===== config.mk =====
export PLATFORM = sky130hd
export DESIGN_NAME = exu_operand_fetch_flat
export DESIGN_NICKNAME = d
export VERILOG_FILES = /design/src/hw/exu_types_pkg.sv /design/src/hw/exu_op_pkg.sv /design/src/hw/exu_issue_if.sv /design/src/hw/exu_operand_fetch.sv /design/src/flat_wrapper.sv
export SDC_FILE = /design/constraint.sdc
export NUM_CORES = 2
export LEC_CHECK = 0
export BUFFER_PORTS_ARGS = -buffer_cell sky130_fd_sc_hd__buf_2
export CORE_MARGIN = 5
export CORE_UTILIZATION = 30
export CTS_CLUSTER_SIZE = 12
export DETAILED_ROUTE_END_ITERATION = 16
export GPL_ROUTABILITY_DRIVEN = 0
export PLACE_DENSITY = 0.49
export SLEW_MARGIN = 20
export SYNTH_ARGS = -nofsm -noshare
export SYNTH_HDL_FRONTEND = slang
export SYNTH_SLANG_ARGS = --single-unit

===== constraint.sdc =====
create_clock -name clk -period 9 [get_ports clk]
set_input_delay 2.25 -clock clk [delete_from_list [all_inputs] [get_ports clk]]
set_output_delay 2.25 -clock clk [all_outputs]
set_load 0.02 [all_outputs]

===== src/hw/exu_types_pkg.sv =====
package exu_types_pkg;

    // integer datapath width
    localparam int unsigned XLEN = 64;

    // low half seen by the word ops
    localparam int unsigned WORD_LEN = 32;

    // general registers, x0 included
    localparam int unsigned NUM_GPR = 32;

    // operands, results, register contents
    typedef logic [XLEN-1:0] xlen_t;

    // word op view of a value
    typedef logic [WORD_LEN-1:0] word_t;

    // program counter, same width as data
    typedef logic [XLEN-1:0] pc_t;

    // rd / rs1 / rs2
    typedef logic [$clog2(NUM_GPR)-1:0] reg_idx_t;

endpackage


===== src/hw/exu_op_pkg.sv =====
package exu_op_pkg;

    // issued operation, one code per kept instruction
    typedef enum logic [4:0] {
        OP_ADD, OP_SUB, OP_SLL, OP_SLT, OP_SLTU,
        OP_XOR, OP_SRL, OP_SRA, OP_OR, OP_AND,
        // word forms, result sign-extended from bit 31
        OP_ADDW, OP_SUBW, OP_SLLW, OP_SRLW, OP_SRAW,
        // upper immediates
        OP_LUI, OP_AUIPC,
        // jumps write the link value
        OP_JAL, OP_JALR,
        // conditional branches
        OP_BEQ, OP_BNE, OP_BLT, OP_BGE, OP_BLTU, OP_BGEU
    } exu_op_t;

    // function performed by the ALU in execute
    typedef enum logic [3:0] {
        ALU_ADD,
        ALU_SUB,
        ALU_SLL,
        ALU_SLT,
        ALU_SLTU,
        ALU_XOR,
        ALU_SRL,
        ALU_SRA,
        ALU_OR,
        ALU_AND
    } alu_mode_t;

    // how the next pc is formed
    typedef enum logic [3:0] {
        FLOW_SEQ,
        FLOW_JAL,
        FLOW_JALR,
        FLOW_BEQ,
        FLOW_BNE,
        FLOW_BLT,
        FLOW_BGE,
        FLOW_BLTU,
        FLOW_BGEU
    } flow_t;

    // fixed 32-bit instruction size, no compressed forms
    localparam exu_types_pkg::pc_t PC_STEP = 64'd4;

endpackage


===== src/hw/exu_issue_if.sv =====
`timescale 1ns/1ps

interface exu_issue_if;

    // one decoded instruction between pipeline parts
    logic                     valid;
    exu_op_pkg::alu_mode_t    mode;
    exu_op_pkg::flow_t        flow;
    // sign-extend low 32 bits of the ALU result
    logic                     word_op;
    // register write request, x0 filtered at the register file
    logic                     wen;
    exu_types_pkg::reg_idx_t  rd;
    exu_types_pkg::xlen_t     opa;
    exu_types_pkg::xlen_t     opb;
    exu_types_pkg::pc_t       pc;
    // pc + imm, taken branch destination
    exu_types_pkg::pc_t       target;

    // driving side
    modport src (
        output valid, mode, flow, word_op, wen, rd, opa, opb, pc, target
    );

    // receiving side
    modport dst (
        input valid, mode, flow, word_op, wen, rd, opa, opb, pc, target
    );

endinterface


===== src/hw/exu_operand_fetch.sv =====
`timescale 1ns/1ps

module exu_operand_fetch (
    input  logic                    clk,
    input  logic                    rst_n,
    input  logic                    in_valid,
    input  exu_op_pkg::exu_op_t     in_op,
    input  logic                    in_use_imm,
    input  exu_types_pkg::reg_idx_t in_rd,
    input  exu_types_pkg::reg_idx_t in_rs1,
    input  exu_types_pkg::reg_idx_t in_rs2,
    input  exu_types_pkg::xlen_t    in_imm,
    input  exu_types_pkg::pc_t      in_pc,
    input  logic                    wb_en,
    input  exu_types_pkg::reg_idx_t wb_rd,
    input  exu_types_pkg::xlen_t    wb_data,
    exu_issue_if.src                fetch_q
);

    exu_types_pkg::xlen_t  gpr [exu_types_pkg::NUM_GPR];
    exu_types_pkg::xlen_t  rs1_val;
    exu_types_pkg::xlen_t  rs2_val;
    exu_types_pkg::word_t  rs1_lo;
    exu_types_pkg::xlen_t  b_src;
    exu_op_pkg::alu_mode_t mode;
    exu_op_pkg::flow_t     flow;
    logic                  word_op;
    logic                  alu_class;
    logic                  imm_op;
    logic                  take_imm;
    logic                  is_shift;

    // register file, x0 never written
    always_ff @(posedge clk or negedge rst_n) begin
        if (!rst_n) begin
            gpr <= '{default: '0};
        end else if (wb_en && wb_rd != '0) begin
            gpr[wb_rd] <= wb_data;
        end
    end

    // reads, x0 forced to zero
    // write in the same cycle wins over the stored value
    assign rs1_val = (in_rs1 == '0) ? '0 :
                     (wb_en && wb_rd == in_rs1) ? wb_data : gpr[in_rs1];
    assign rs2_val = (in_rs2 == '0) ? '0 :
                     (wb_en && wb_rd == in_rs2) ? wb_data : gpr[in_rs2];
    assign rs1_lo  = rs1_val[exu_types_pkg::WORD_LEN-1:0];

    // ALU function, branches compare through sub / slt / sltu
    always_comb begin
        case (in_op)
            exu_op_pkg::OP_SUB, exu_op_pkg::OP_SUBW,
            exu_op_pkg::OP_BEQ, exu_op_pkg::OP_BNE:   mode = exu_op_pkg::ALU_SUB;
            exu_op_pkg::OP_SLL, exu_op_pkg::OP_SLLW:  mode = exu_op_pkg::ALU_SLL;
            exu_op_pkg::OP_SLT, exu_op_pkg::OP_BLT,
            exu_op_pkg::OP_BGE:                       mode = exu_op_pkg::ALU_SLT;
            exu_op_pkg::OP_SLTU, exu_op_pkg::OP_BLTU,
            exu_op_pkg::OP_BGEU:                      mode = exu_op_pkg::ALU_SLTU;
            exu_op_pkg::OP_XOR:                       mode = exu_op_pkg::ALU_XOR;
            exu_op_pkg::OP_SRL, exu_op_pkg::OP_SRLW:  mode = exu_op_pkg::ALU_SRL;
            exu_op_pkg::OP_SRA, exu_op_pkg::OP_SRAW:  mode = exu_op_pkg::ALU_SRA;
            exu_op_pkg::OP_OR:                        mode = exu_op_pkg::ALU_OR;
            exu_op_pkg::OP_AND:                       mode = exu_op_pkg::ALU_AND;
            // add, addw, lui, auipc, jal, jalr
            default:                                  mode = exu_op_pkg::ALU_ADD;
        endcase
    end

    // control flow kind
    always_comb begin
        case (in_op)
            exu_op_pkg::OP_JAL:  flow = exu_op_pkg::FLOW_JAL;
            exu_op_pkg::OP_JALR: flow = exu_op_pkg::FLOW_JALR;
            exu_op_pkg::OP_BEQ:  flow = exu_op_pkg::FLOW_BEQ;
            exu_op_pkg::OP_BNE:  flow = exu_op_pkg::FLOW_BNE;
            exu_op_pkg::OP_BLT:  flow = exu_op_pkg::FLOW_BLT;
            exu_op_pkg::OP_BGE:  flow = exu_op_pkg::FLOW_BGE;
            exu_op_pkg::OP_BLTU: flow = exu_op_pkg::FLOW_BLTU;
            exu_op_pkg::OP_BGEU: flow = exu_op_pkg::FLOW_BGEU;
            default:             flow = exu_op_pkg::FLOW_SEQ;
        endcase
    end

    assign word_op = in_op inside {exu_op_pkg::OP_ADDW, exu_op_pkg::OP_SUBW,
                                   exu_op_pkg::OP_SLLW, exu_op_pkg::OP_SRLW,
                                   exu_op_pkg::OP_SRAW};
    // plain ALU ops, the only ones that honour in_use_imm
    assign alu_class = (flow == exu_op_pkg::FLOW_SEQ) &&
                       !(in_op inside {exu_op_pkg::OP_LUI, exu_op_pkg::OP_AUIPC});
    // always take the immediate as operand b
    assign imm_op    = in_op inside {exu_op_pkg::OP_LUI, exu_op_pkg::OP_AUIPC,
                                     exu_op_pkg::OP_JAL, exu_op_pkg::OP_JALR};
    assign take_imm  = imm_op || (alu_class && in_use_imm);
    assign is_shift  = mode inside {exu_op_pkg::ALU_SLL, exu_op_pkg::ALU_SRL,
                                    exu_op_pkg::ALU_SRA};
    assign b_src     = take_imm ? in_imm : rs2_val;

    // operand a
    always_comb begin
        case (in_op)
            exu_op_pkg::OP_AUIPC, exu_op_pkg::OP_JAL: fetch_q.opa = in_pc;
            exu_op_pkg::OP_LUI:  fetch_q.opa = '0;
            // zero upper half so srl shifts in zeros
            exu_op_pkg::OP_SRLW: fetch_q.opa = exu_types_pkg::xlen_t'(rs1_lo);
            // sign copies in the upper half feed sra
            exu_op_pkg::OP_SRAW: fetch_q.opa = {{(exu_types_pkg::XLEN -
                                                  exu_types_pkg::WORD_LEN)
                                                 {rs1_lo[exu_types_pkg::WORD_LEN-1]}},
                                                rs1_lo};
            default:             fetch_q.opa = rs1_val;
        endcase
    end

    // operand b, shift amount masked to 5 bits for word shifts, 6 otherwise
    always_comb begin
        if (is_shift && word_op) begin
            fetch_q.opb = exu_types_pkg::xlen_t'(b_src[4:0]);
        end else if (is_shift) begin
            fetch_q.opb = exu_types_pkg::xlen_t'(b_src[5:0]);
        end else begin
            fetch_q.opb = b_src;
        end
    end

    assign fetch_q.valid   = in_valid;
    assign fetch_q.mode    = mode;
    assign fetch_q.flow    = flow;
    assign fetch_q.word_op = word_op;
    // branches are the only ops without a result
    assign fetch_q.wen     = alu_class || imm_op;
    assign fetch_q.rd      = in_rd;
    assign fetch_q.pc      = in_pc;
    assign fetch_q.target  = in_pc + in_imm;

endmodule


===== src/flat_wrapper.sv =====
// flat-port wrapper written by rule: the top's interface ports become plain ports
module exu_operand_fetch_flat 
  (clk, rst_n, in_valid, in_op, in_use_imm, in_rd, in_rs1, in_rs2, in_imm, in_pc, wb_en, wb_rd, wb_data, fetch_q_valid, fetch_q_mode, fetch_q_flow, fetch_q_word_op, fetch_q_wen, fetch_q_rd, fetch_q_opa, fetch_q_opb, fetch_q_pc, fetch_q_target);
  exu_issue_if fetch_q_i ();
  input  logic clk;
  input  logic rst_n;
  input  logic in_valid;
  input  exu_op_pkg::exu_op_t in_op;
  input  logic in_use_imm;
  input  exu_types_pkg::reg_idx_t in_rd;
  input  exu_types_pkg::reg_idx_t in_rs1;
  input  exu_types_pkg::reg_idx_t in_rs2;
  input  exu_types_pkg::xlen_t in_imm;
  input  exu_types_pkg::pc_t in_pc;
  input  logic wb_en;
  input  exu_types_pkg::reg_idx_t wb_rd;
  input  exu_types_pkg::xlen_t wb_data;
  output wire logic [$bits(fetch_q_i.valid)-1:0] fetch_q_valid;
  output wire logic [$bits(fetch_q_i.mode)-1:0] fetch_q_mode;
  output wire logic [$bits(fetch_q_i.flow)-1:0] fetch_q_flow;
  output wire logic [$bits(fetch_q_i.word_op)-1:0] fetch_q_word_op;
  output wire logic [$bits(fetch_q_i.wen)-1:0] fetch_q_wen;
  output wire logic [$bits(fetch_q_i.rd)-1:0] fetch_q_rd;
  output wire logic [$bits(fetch_q_i.opa)-1:0] fetch_q_opa;
  output wire logic [$bits(fetch_q_i.opb)-1:0] fetch_q_opb;
  output wire logic [$bits(fetch_q_i.pc)-1:0] fetch_q_pc;
  output wire logic [$bits(fetch_q_i.target)-1:0] fetch_q_target;
  assign fetch_q_valid = fetch_q_i.valid;
  assign fetch_q_mode = fetch_q_i.mode;
  assign fetch_q_flow = fetch_q_i.flow;
  assign fetch_q_word_op = fetch_q_i.word_op;
  assign fetch_q_wen = fetch_q_i.wen;
  assign fetch_q_rd = fetch_q_i.rd;
  assign fetch_q_opa = fetch_q_i.opa;
  assign fetch_q_opb = fetch_q_i.opb;
  assign fetch_q_pc = fetch_q_i.pc;
  assign fetch_q_target = fetch_q_i.target;
  exu_operand_fetch u_core (.clk(clk), .rst_n(rst_n), .in_valid(in_valid), .in_op(in_op), .in_use_imm(in_use_imm), .in_rd(in_rd), .in_rs1(in_rs1), .in_rs2(in_rs2), .in_imm(in_imm), .in_pc(in_pc), .wb_en(wb_en), .wb_rd(wb_rd), .wb_data(wb_data), .fetch_q(fetch_q_i));
endmodule

==> results.cfg <==
[yosys]
synth_seq_cells = 2048
synth.most_common_cell = dfrtp_1
synth_seq_area_share_pct = 44.8
syn_inst = 7575
yosys.area.top_type = dfrtp_1
synth_area_leaders = dfrtp_1, mux4_2, mux2_2
synth_nets = 7866
synth_edf_count = 0
synth_area_mm2 = 0.115
ys_warn_count = 0
synthFlopType = dfrtp_1
synth_cell_type_count = 74
synth_common_cells = dfrtp_1, mux2_2, mux4_2, clkbuf_1, nand2_1
yosysTopAreaCellShare_pct = 44.8
synthArstFlopShare_pct = 100
avgSynthCellArea_um2 = 15.1

[power_and_ir_drop]
ir_worst_vdd_v = 0.000168
net-switching-power_mw = 8.50
p_seq_share_pct = 41.7
power_density_mw_per_mm2 = 224
power.share.switching_pct = 29.0
pwr-share-comb_pct = 23.9
p_int_mw = 20.8
leakage_nw = 55.6
clkPwrFrac_pct = 34.4

[place]
port-buffer-count = 481
dpl.hpwl_um = 258000
placed_area_mm2 = 0.123

[timing]
clock-skew-final_ns = 0
rsz0062_at_grt = no
period_share_pct = 97.6
drv_slew = 0
fin_crit_ns = 8.78
slew_headroom_pct = 22.1
max_freq_ghz = 0.114
hold_viol = 0
setup-tns-final_ns = 0
setup_violations = 0
worstMarginPinSlew_ns = 1.16

[floorplanning]
io_pins = 494
die_x_um = 628
die_height_um = 628
initial_core_util_pct = 30.2
die-area_mm2 = 0.394
rows = 226
core_mm2 = 0.380

[grt]
antenna_found_initial = 70
grt_pass1_vias = 77800
grtUsageTotal_pct = 21.7
grt_start_max_net_pins = 168
grt_pass1_wl_um = 613000
grt-ovfl-total = 0

[layout]
syn_to_final_growth_pct = 14.2
largest_reg_flops = 2048
top_register = u_core.gpr
largestRegisters = u_core.gpr x2048
drive_gt1_share_pct = 56.5
final_cell_area_mm2 = 0.131
num-nets-final = 7925

[setup_path]
cp_top_family = simple AND/OR/NAND/NOR gates
path_class = in2out
path_max_fanout = 7
worst-path-buf-inv = 5
required_ns = 6.75
max_stage_delay_ns = 0.67
cp-start-kind = input port
crit_chain = buf_2 -> ha_1 -> nand4_1 -> nor2_2 -> buf_4 -> nand3_1 -> or3_4 -> a311oi_2 -> buf_4 -> o41ai_4 -> buf_4 -> o311a_1 -> mux2i_1 -> a2111oi_2 -> buf_2
path_common_cell = buf_4
slowest_stage = ha_1
endpoint_kind = output port
cp.arrival_ns = 6.53

[clock_network]
insertion_delay_ns = 0.93
path_clk_slew_ns = 0.06
cts-root-buf = clkbuf_16
numCtsBuffers = 236
htreeDepth = 4
cts_tree = built
hold_buffers = 0
clkSinkCount = 2048
cts_resized = 0
postCtsSetupBuffers = 0
cts_buffer_depth = 4

[route]
dr.pass1.iters = 8
viasPerCell = 5.69
wl_um = 435000
postRouteAntennaNets = 0
drc = 0
vias = 73300
initialDrtViolationCount = 5914
detail_route.wl_per_cell_um = 33.8

[job]
drv_cap = 0

[min_path]
hp-class = reg2reg

[status]
status = finished clean
## power by group through the flow
stage          Combinational [mW]  Sequential (mW)  Clock [mW]
6_report                     6.99             12.2        10.1
5_1_grt                      7.48             12.4        10.7
4_1_cts                      7.08             12.2        10.3
3_5_place_dp                 7.06             12.3           0
3_3_place_gp                 6.95             12.2           0
2_1_floorplan                4.97             11.9           0
## placed cells by master (no fill, tap or decap), types with 16 or more instances in the layout
cell / n
mux2i_1: 145
nor2_1: 128
diode_2: 27
nand2_4: 16
ha_1: 68
a21oi_1: 132
buf_2: 470
nand3_1: 22
a22oi_1: 85
a21o_1: 33
bufinv_16: 19
clkbuf_1: 54
nor2_4: 16
nand2_1: 214
buf_4: 179
mux4_2: 1257
xnor2_1: 36
dfrtp_1: 2048
clkbuf_16: 238
nor2b_1: 36
o21ai_0: 160
clkinv_2: 38
inv_1: 19
buf_12: 81
a211oi_1: 38
mux2_2: 1984
xor2_1: 31
clkbuf_8: 70
## metal layers
metal / part of all wire, % / global-route usage (%)
met2: 49 / 36.0
met5: 0.026 / 0
met1: 41 / 28.2
met4: 4.2 / 8.14
met3: 6.0 / 4.07
## stage by stage
step	util (%)	total power, mW	hold WS [ns]	setup WS, ns	instances
floorplan	-	16.8	0.441	1.69	7575
global placement	32.3	19.1	0.377	0.312	12400
detailed placement	32.3	19.4	0.382	0.402	12400
CTS	34.4	29.6	0.396	0.397	12800
global route	34.4	30.6	0.402	0.157	12900
finish	34.4	29.3	0.393	0.216	12900
## cell families after synthesis
| group | count (synthesis) | synth area share, % |
|---|---|---|
| AOI/OAI and AO/OA | 540 | 2.98 |
| xor gates and xnor gates | 68 | 0.520 |
| adders and majority gates | 69 | 0.760 |
| buffers and inverters | 939 | 3.43 |
| DFF | 2048 | 44.8 |
| muxes | 3386 | 45.5 |
| and+or+nand+nor | 525 | 2.06 |
## final cells by class
class	instances	area, um2
Clock buffer	360	7090
Clock inverter	72	920
Timing Repair Buffer	741	5490
Fill cell	36400	249000
Sequential cell	2048	51200
Multi-Input combinational cell	4588	59600
Inverter	19	71.3
Tap cell	5016	6280
Antenna cell	27	67.6
## worst paths after layout
kind                                   from                  to  slack (ns)  cells after the start
max in group asynchronous             rst_n    u_core.gpr[1385]        5.71                      3
hold / removal             u_core.gpr[1986]    u_core.gpr[1986]        0.39                      0
setup reg to reg           u_core.gpr[1347]    u_core.gpr[1347]        8.20                      1
hold reg to reg            u_core.gpr[1986]    u_core.gpr[1986]        0.39                      0
min in group asynchronous             rst_n    u_core.gpr[2039]        1.23                      1
setup / recovery                  in_pc[26]  fetch_q_target[59]        0.22                     15
Note: power is estimated with default switching activity, not from simulation.
