`src/hw/exu_types_pkg.sv`:
```
package exu_types_pkg;

    // integer datapath width
    localparam int unsigned XLEN = 64;

    // low half seen by the word ops
    localparam int unsigned WORD_LEN = 32;

    // general registers, x0 included
    localparam int unsigned NUM_GPR = 32;

    // operands, results, register contents
    typedef logic [XLEN-1:0] xlen_t;

    // word op view of a value
    typedef logic [WORD_LEN-1:0] word_t;

    // program counter, same width as data
    typedef logic [XLEN-1:0] pc_t;

    // rd / rs1 / rs2
    typedef logic [$clog2(NUM_GPR)-1:0] reg_idx_t;

endpackage

```
`src/hw/exu_op_pkg.sv`:
```
package exu_op_pkg;

    // issued operation, one code per kept instruction
    typedef enum logic [4:0] {
        OP_ADD, OP_SUB, OP_SLL, OP_SLT, OP_SLTU,
        OP_XOR, OP_SRL, OP_SRA, OP_OR, OP_AND,
        // word forms, result sign-extended from bit 31
        OP_ADDW, OP_SUBW, OP_SLLW, OP_SRLW, OP_SRAW,
        // upper immediates
        OP_LUI, OP_AUIPC,
        // jumps write the link value
        OP_JAL, OP_JALR,
        // conditional branches
        OP_BEQ, OP_BNE, OP_BLT, OP_BGE, OP_BLTU, OP_BGEU
    } exu_op_t;

    // function performed by the ALU in execute
    typedef enum logic [3:0] {
        ALU_ADD,
        ALU_SUB,
        ALU_SLL,
        ALU_SLT,
        ALU_SLTU,
        ALU_XOR,
        ALU_SRL,
        ALU_SRA,
        ALU_OR,
        ALU_AND
    } alu_mode_t;

    // how the next pc is formed
    typedef enum logic [3:0] {
        FLOW_SEQ,
        FLOW_JAL,
        FLOW_JALR,
        FLOW_BEQ,
        FLOW_BNE,
        FLOW_BLT,
        FLOW_BGE,
        FLOW_BLTU,
        FLOW_BGEU
    } flow_t;

    // fixed 32-bit instruction size, no compressed forms
    localparam exu_types_pkg::pc_t PC_STEP = 64'd4;

endpackage

```
`src/hw/exu_issue_if.sv`:
```
`timescale 1ns/1ps

interface exu_issue_if;

    // one decoded instruction between pipeline parts
    logic                     valid;
    exu_op_pkg::alu_mode_t    mode;
    exu_op_pkg::flow_t        flow;
    // sign-extend low 32 bits of the ALU result
    logic                     word_op;
    // register write request, x0 filtered at the register file
    logic                     wen;
    exu_types_pkg::reg_idx_t  rd;
    exu_types_pkg::xlen_t     opa;
    exu_types_pkg::xlen_t     opb;
    exu_types_pkg::pc_t       pc;
    // pc + imm, taken branch destination
    exu_types_pkg::pc_t       target;

    // driving side
    modport src (
        output valid, mode, flow, word_op, wen, rd, opa, opb, pc, target
    );

    // receiving side
    modport dst (
        input valid, mode, flow, word_op, wen, rd, opa, opb, pc, target
    );

endinterface

```
`src/hw/exu_issue_buffer.sv`:
```
`timescale 1ns/1ps

module exu_issue_buffer (
    input  logic     clk,
    input  logic     rst_n,
    exu_issue_if.dst fetch_q,
    exu_issue_if.src exec_q
);

    // issue strobe, cleared on reset
    always_ff @(posedge clk or negedge rst_n) begin
        if (!rst_n) begin
            exec_q.valid <= 1'b0;
        end else begin
            exec_q.valid <= fetch_q.valid;
        end
    end

    // payload, loaded every cycle
    // don't care while valid is low
    always_ff @(posedge clk) begin
        exec_q.mode    <= fetch_q.mode;
        exec_q.flow    <= fetch_q.flow;
        exec_q.word_op <= fetch_q.word_op;
        exec_q.wen     <= fetch_q.wen;
        exec_q.rd      <= fetch_q.rd;
        exec_q.opa     <= fetch_q.opa;
        exec_q.opb     <= fetch_q.opb;
        exec_q.pc      <= fetch_q.pc;
        exec_q.target  <= fetch_q.target;
    end

endmodule

```
`src/flat_wrapper.sv`:
```
// flat-port wrapper written by rule: the top's interface ports become plain ports
module exu_issue_buffer_flat 
  (clk, rst_n, fetch_q_valid, fetch_q_mode, fetch_q_flow, fetch_q_word_op, fetch_q_wen, fetch_q_rd, fetch_q_opa, fetch_q_opb, fetch_q_pc, fetch_q_target, exec_q_valid, exec_q_mode, exec_q_flow, exec_q_word_op, exec_q_wen, exec_q_rd, exec_q_opa, exec_q_opb, exec_q_pc, exec_q_target);
  exu_issue_if fetch_q_i ();
  exu_issue_if exec_q_i ();
  input  logic clk;
  input  logic rst_n;
  input wire logic [$bits(fetch_q_i.valid)-1:0] fetch_q_valid;
  input wire logic [$bits(fetch_q_i.mode)-1:0] fetch_q_mode;
  input wire logic [$bits(fetch_q_i.flow)-1:0] fetch_q_flow;
  input wire logic [$bits(fetch_q_i.word_op)-1:0] fetch_q_word_op;
  input wire logic [$bits(fetch_q_i.wen)-1:0] fetch_q_wen;
  input wire logic [$bits(fetch_q_i.rd)-1:0] fetch_q_rd;
  input wire logic [$bits(fetch_q_i.opa)-1:0] fetch_q_opa;
  input wire logic [$bits(fetch_q_i.opb)-1:0] fetch_q_opb;
  input wire logic [$bits(fetch_q_i.pc)-1:0] fetch_q_pc;
  input wire logic [$bits(fetch_q_i.target)-1:0] fetch_q_target;
  output wire logic [$bits(exec_q_i.valid)-1:0] exec_q_valid;
  output wire logic [$bits(exec_q_i.mode)-1:0] exec_q_mode;
  output wire logic [$bits(exec_q_i.flow)-1:0] exec_q_flow;
  output wire logic [$bits(exec_q_i.word_op)-1:0] exec_q_word_op;
  output wire logic [$bits(exec_q_i.wen)-1:0] exec_q_wen;
  output wire logic [$bits(exec_q_i.rd)-1:0] exec_q_rd;
  output wire logic [$bits(exec_q_i.opa)-1:0] exec_q_opa;
  output wire logic [$bits(exec_q_i.opb)-1:0] exec_q_opb;
  output wire logic [$bits(exec_q_i.pc)-1:0] exec_q_pc;
  output wire logic [$bits(exec_q_i.target)-1:0] exec_q_target;
  assign fetch_q_i.valid = fetch_q_valid;
  assign fetch_q_i.mode = fetch_q_mode;
  assign fetch_q_i.flow = fetch_q_flow;
  assign fetch_q_i.word_op = fetch_q_word_op;
  assign fetch_q_i.wen = fetch_q_wen;
  assign fetch_q_i.rd = fetch_q_rd;
  assign fetch_q_i.opa = fetch_q_opa;
  assign fetch_q_i.opb = fetch_q_opb;
  assign fetch_q_i.pc = fetch_q_pc;
  assign fetch_q_i.target = fetch_q_target;
  assign exec_q_valid = exec_q_i.valid;
  assign exec_q_mode = exec_q_i.mode;
  assign exec_q_flow = exec_q_i.flow;
  assign exec_q_word_op = exec_q_i.word_op;
  assign exec_q_wen = exec_q_i.wen;
  assign exec_q_rd = exec_q_i.rd;
  assign exec_q_opa = exec_q_i.opa;
  assign exec_q_opb = exec_q_i.opb;
  assign exec_q_pc = exec_q_i.pc;
  assign exec_q_target = exec_q_i.target;
  exu_issue_buffer u_core (.clk(clk), .rst_n(rst_n), .fetch_q(fetch_q_i), .exec_q(exec_q_i));
endmodule
```
`config.mk`:
```
export PLATFORM = sky130hd
export DESIGN_NAME = exu_issue_buffer_flat
export DESIGN_NICKNAME = d
export VERILOG_FILES = /design/src/hw/exu_types_pkg.sv /design/src/hw/exu_op_pkg.sv /design/src/hw/exu_issue_if.sv /design/src/hw/exu_issue_buffer.sv /design/src/flat_wrapper.sv
export SDC_FILE = /design/constraint.sdc
export NUM_CORES = 1
export LEC_CHECK = 0
export BUFFER_PORTS_ARGS = -buffer_cell sky130_fd_sc_hd__buf_2
export CORE_AREA = 2 2 210 212
export DETAILED_ROUTE_END_ITERATION = 6
export DIE_AREA = 0 0 212 214
export PLACE_DENSITY_LB_ADDON = 0.15
export SLEW_MARGIN = 20
export SYNTH_ARGS = -nofsm -noshare
export SYNTH_HDL_FRONTEND = slang
export SYNTH_SLANG_ARGS = --single-unit
```
`constraint.sdc`:
```
create_clock -name clk -period 0.8 [get_ports clk]
set_input_delay 0.08 -clock clk [delete_from_list [all_inputs] [get_ports clk]]
set_output_delay 0.08 -clock clk [all_outputs]
set_load 0.02 [all_outputs]
```
==> results of run 1 <==
==> path summary, 6_finish.rpt <==
| path | end | cells after the start | slack, ns |
|---|---|---|---|
| worst min-delay path | u_core.exec_q.opb[4] | 2 | 0.15 |
| worst max-delay path | exec_q_valid | 1 | -0.35 |
| min in group asynchronous | u_core.exec_q.valid | 3 | 0.37 |
| max in group asynchronous | u_core.exec_q.valid | 3 | 0.32 |
==> logic make-up (layout without fill, tap and decap cells) <==
logic type             after synthesis  in the layout  share of synthesized area (%)
buffers and inverters                0            870                              0
flip-flops                         272            272                            100
==> registers in the layout, summed over array words and instances, names as in the netlist, 4 cells and up <==
| register | cells |
|---|---|
| u_core.exec_q.flow | 4 |
| u_core.exec_q.opa | 64 |
| u_core.exec_q.mode | 4 |
| u_core.exec_q.rd | 5 |
| u_core.exec_q.target | 64 |
| u_core.exec_q.pc | 64 |
| u_core.exec_q.opb | 64 |
==> timing repair <==
item / 4_1_cts / 5_1_grt
hold buffers: 274 / 0
endpoints found under the setup margin: 272 / 272
resized for setup: 813 / 2
buffers inserted: 0 / 0
endpoints found under the hold margin: 273 / 0
==> placed cells by master (no fill, tap or decap), drive strengths merged <==
master / netlist / final
buf: 0 / 545
bufinv: 0 / 2
clkbuf: 0 / 44
clkinv: 0 / 3
dfrtp: 1 / 1
dfxtp: 271 / 271
dlygate4sd3: 0 / 274
inv: 0 / 2
==> power by group through the flow <==
stage | sequential, mW | clock, mW | combinational, mW
2_1_floorplan | 15.7 | 0 | 0
3_3_place_gp | 14.7 | 0 | 2.45
3_5_place_dp | 14.7 | 0 | 2.43
4_1_cts | 14.8 | 14.3 | 4.36
5_1_grt | 14.8 | 14.9 | 4.57
6_report | 14.8 | 13.8 | 4.34
==> final cells by class <==
| class | instances | area share [%] |
|---|---|---|
| clock inverter | 7 | 0.707 |
| timing repair buffer | 819 | 48.8 |
| sequential | 272 | 39.4 |
| clock buffer | 44 | 6.08 |
| tap | 585 | 4.98 |
==> routing by layer <==
layer | wire [um] | part of all wire [%] | up-vias
li1 | - | - | 2549
met1 | 7110 | 30 | 2432
met2 | 13100 | 56 | 303
met3 | 2720 | 12 | 33
met4 | 550 | 2.3 | 0
met5 | 0 | 0 | -
==> results.yml, run 1 <==
place:
  gp_congestion: 0.746
  dp_cells: 1402
  port_buffers: 545
  dp_hpwl_um: 16100
  dpl_worst_slack_ns: 0.188
  placed_area_mm2: 0.00891
critical_path:
  cpPeakStageDelay_ns: 0.38
  end_kind: "output port"
  cp_top_family: "flip-flops"
  worstSetupPathType: "reg -> out"
  start_kind: "register"
  crit_path_cell_trace: "buf_6"
  crit_buf_inv: 1
  cp-startpoint: "u_core.exec_q.valid"
  slowest_stage: "dfrtp_1"
  crit_required_ns: 0.72
  critPathMaxFanout: 1
  arrival_ns: 1.07
cells_and_area:
  fin_cells: 1727
  area_growth_pct: 170
  num-nets-final: 1397
  drive_gt1_share_pct: 75.5
  multi_input_area_um2: 0
  n_antenna_cell: 0
  fillers: 4167
  final_core_util_pct: 34.3
  design_area_mm2: 0.0147
  area.sequential_mm2: 0.00579
  multi_input_gates: 0
power:
  ir_worst_vdd_mv: 1.40
  power_frac_comb_pct: 13.2
  netSwitchingFraction_pct: 22.7
  p_int_mw: 25.4
  leakagePower_nw: 6.66
  clkPwrFrac_pct: 41.9
  power.total_mw: 32.9
  power.density_mw_per_mm2: 2240
  p_sw_mw: 7.47
  p_seq_share_pct: 44.9
global_routing:
  grt_max_degree: 16
  grt_pass1_wl_um: 33700
  antenna_found_initial: 0
  grt_pass1_vias: 6032
  grt_use_met3_pct: 4.19
  top_usage_layer: "met2"
  grt_util_all_layers_pct: 9.77
  grt_remaining_overflow: 0
  met1_usage_pct: 7.99
  use_met2_pct: 19.9
clocking:
  ctsLongestPathBuffers: 3
  cts_max_level: 1
  cts_made_buffers: 30
  root_buffer: "clkbuf_16"
  tritoncts: "built"
  cts_sinks: 272
  clk_pin_slew_ns: 0.06
die:
  die_area_mm2: 0.0454
  start_util_pct: 12.7
  rows: 76
  io-pin-count: 546
  fp.dieW_um: 212
  core_mm2: 0.0429
  fp.dieH_um: 214
synthesis:
  syn_nets: 546
  syn_avg_cell_area_um2: 20.0
  synth_ff_type: "dfxtp_1"
  synth_top_area_share_pct: 99.5
  synthDistinctLibCells: 2
  synth_most_common_cell: "dfxtp_1"
  yosys-top-cells-count: "dfxtp_1 (271), dfrtp_1 (1)"
  async_flop_share_pct: 0.368
  synth-seq-area-share_pct: 100
  synth_top_cell_by_area: "dfxtp_1"
  syn_area_mm2: 0.00545
  synthCells: 272
  synth_edf_count: 0
  yosys_register_bits: 272
  yosysWarnings: 0
  synth_area_leaders: "dfxtp_1 (100%), dfrtp_1 (0.46%)"
detailed_routing:
  wl_per_cell_um: 13.6
  vias: 5317
  drt-vias-per-instance: 3.08
  route.detailed.drc: 0
  drtIter0Drc: 112
  wl_um: 23500
  dr.pass1.iters: 4
  antenna_left: 0
hold_path:
  hold_path.class: "in -> reg"
  hp-start: "fetch_q_opb[4]"
timing:
  worst_slack_ns: -0.346
  fmax_mhz: 873
  finalHoldViolCount: 0
  slew_headroom_pct: 87.0
  worst_pin_slew_ns: 0.195
  setup_viol: 272
  drv_slew: 0
  fin_tns_setup_ns: -74.58
  hold-worst-slack_ns: 0.150
  layout_worst_path_cycle_share_pct: 143
  post-route-min-period_ns: 1.15
  rsz0062_at_grt: "true"
status:
  status: "finished, violations left"
  violations: "setup timing"
flow_run:
  maxCapViolations: 0
No activity file was read; power rests on OpenSTA's default activity.
==> inputs of run 2 (changes only) <==
CORE_AREA = 2 2 211 213   (was 2 2 210 212)
CTS_CLUSTER_DIAMETER = 80   (was not set)
DIE_AREA = 0 0 213 215   (was 0 0 212 214)
==> run 2 against run 1 <==
The run still ends with setup timing left. Global-route usage is 0.18 points higher. Maximum frequency increased by 0.86%. Highest routed layer is now met5. First-iteration DRC count is 36% higher.
==> results.yml, run 2 (synthesis results as in run 1) <==
status:
  status: "finished, violations left"
  violations: "setup timing"
critical_path:
  arrival_ns: 1.06
  crit_buf_inv: 1
  worst-path-stages: 1
  end_kind: "output port"
  cpPeakStageDelay_ns: 0.39
  crit_path_cell_trace: "buf_6"
  cp_top_family: "flip-flops"
  start_kind: "register"
  crit_required_ns: 0.72
  critPathMaxFanout: 1
  slowest_stage: "dfrtp_1"
  worstSetupPathType: "reg -> out"
timing:
  fin_tns_setup_ns: -64.43
  setup_viol: 272
  slew_headroom_pct: 91.7
  post-route-min-period_ns: 1.14
  worst_pin_slew_ns: 0.124
  finalHoldViolCount: 0
  layout_worst_path_cycle_share_pct: 142
  drv_slew: 0
  fmax_mhz: 880
  worst_slack_ns: -0.336
  rsz0062_at_grt: "true"
cells_and_area:
  multi_input_area_um2: 0
  n_antenna_cell: 0
  layout_common_cells: "dlygate4sd3_1 (274), buf_2 (273), buf_6 (272)"
  area.sequential_mm2: 0.00579
  drive_gt1_share_pct: 75.6
  multi_input_gates: 0
  final_common_cell: "dlygate4sd3_1"
  fillers: 4248
  num-nets-final: 1401
  area_growth_pct: 171
hold_path:
  worst_hold_path.num_cells: 2
  hold_path.class: "in -> reg"
global_routing:
  grt_util_all_layers_pct: 9.95
  grt_pass1_wl_um: 33900
  grt_pass1_vias: 6216
  antenna_found_initial: 2
  grt_remaining_overflow: 0
  grt_max_degree: 13
power:
  power.total_mw: 33.8
  leakagePower_nw: 6.70
  ir_worst_vdd_mv: 1.77
  power.density_mw_per_mm2: 2290
clocking:
  cts_setup_buffers: 0
  clk_pin_slew_ns: 0.06
  tritoncts: "built"
  root_buffer: "clkbuf_16"
  ctsLongestPathBuffers: 3
  cts_sinks: 272
  cts_made_buffers: 34
  cts_max_level: 2
die:
  start_util_pct: 12.5
  fp.dieW_um: 213
  fp.dieH_um: 215
  die_area_mm2: 0.0458
  rows: 77
  io-pin-count: 546
  core_mm2: 0.0436
place:
  dp_hpwl_um: 15800
  port_buffers: 545
  gp_congestion: 0.757
detailed_routing:
  dr.pass1.iters: 4
  wl_um: 23600
  antenna_left: 0
  wl_per_cell_um: 13.5
  route.detailed.drc: 0
  drt-vias-per-instance: 3.07
  drtIter0Drc: 152
  vias: 5349
flow_run:
  maxCapViolations: 0
-- run 2: changes by cell type in the layout (fill, tap and decap cells not counted), sizes merged --
cell	change
clkbuf	+5
clkinvlp	+2
inv	+1
bufinv	-2
clkinv	+4
-- run 2: cell type report --
cell class,count,area share (%)
well taps,592,5.01
clock inverters,12,0.660
clock buffers,49,6.74
flip-flops and latches,272,39.1
repair buffers,819,48.5
-- run 2: per-stage QoR --
stage / utilization, % / cell area, um^2 / setup slack, ns / instances / hold slack (ns)
2_1_floorplan: - / 5450 / 0.304 / 272 / -0.216
3_3_place_gp: 20.4 / 8920 / 0.175 / 1409 / -0.144
3_5_place_dp: 20.4 / 8920 / 0.183 / 1409 / -0.142
4_1_cts: 33.9 / 14800 / -0.371 / 1744 / 0.128
5_1_grt: 33.9 / 14800 / -0.396 / 1744 / 0.140
6_report: 33.9 / 14800 / -0.336 / 1744 / 0.179
-- run 2: metal layers --
metal / vias to the layer above / wire length [um] / global-route usage [%] / share of wire, %
met2: 300 / 12700 / 18.8 / 54
met5: - / 26 / 0 / 0.11
met3: 62 / 2570 / 5.26 / 11
met1: 2421 / 7390 / 8.25 / 31
li1: 2562 / - / - / -
met4: 4 / 940 / 4.94 / 4.0
-- run 2: final timing paths --
check / slack [ns] / startpoint / endpoint
min in group asynchronous: 0.37 / rst_n / u_core.exec_q.valid
worst min-delay path: 0.18 / fetch_q_opa[25] / u_core.exec_q.opa[25]
max in group asynchronous: 0.32 / rst_n / u_core.exec_q.valid
worst max-delay path: -0.34 / u_core.exec_q.valid / exec_q_valid
-- run 2: timing repair --
item,in CTS,in global routing
endpoints found under the hold margin,273,0
cloned,0,0
resized for setup,811,4
hold buffers,274,0
endpoints found under the setup margin,272,272
-- run 2: report_power, final --
part / leakage (nW) / switching, mW / internal [mW]
Sequential: 2.30 / 0.341 / 14.4
Combinational: 3.86 / 1.69 / 2.65
Clock: 0.537 / 5.96 / 8.75
Total: 6.70 / 7.98 / 25.8
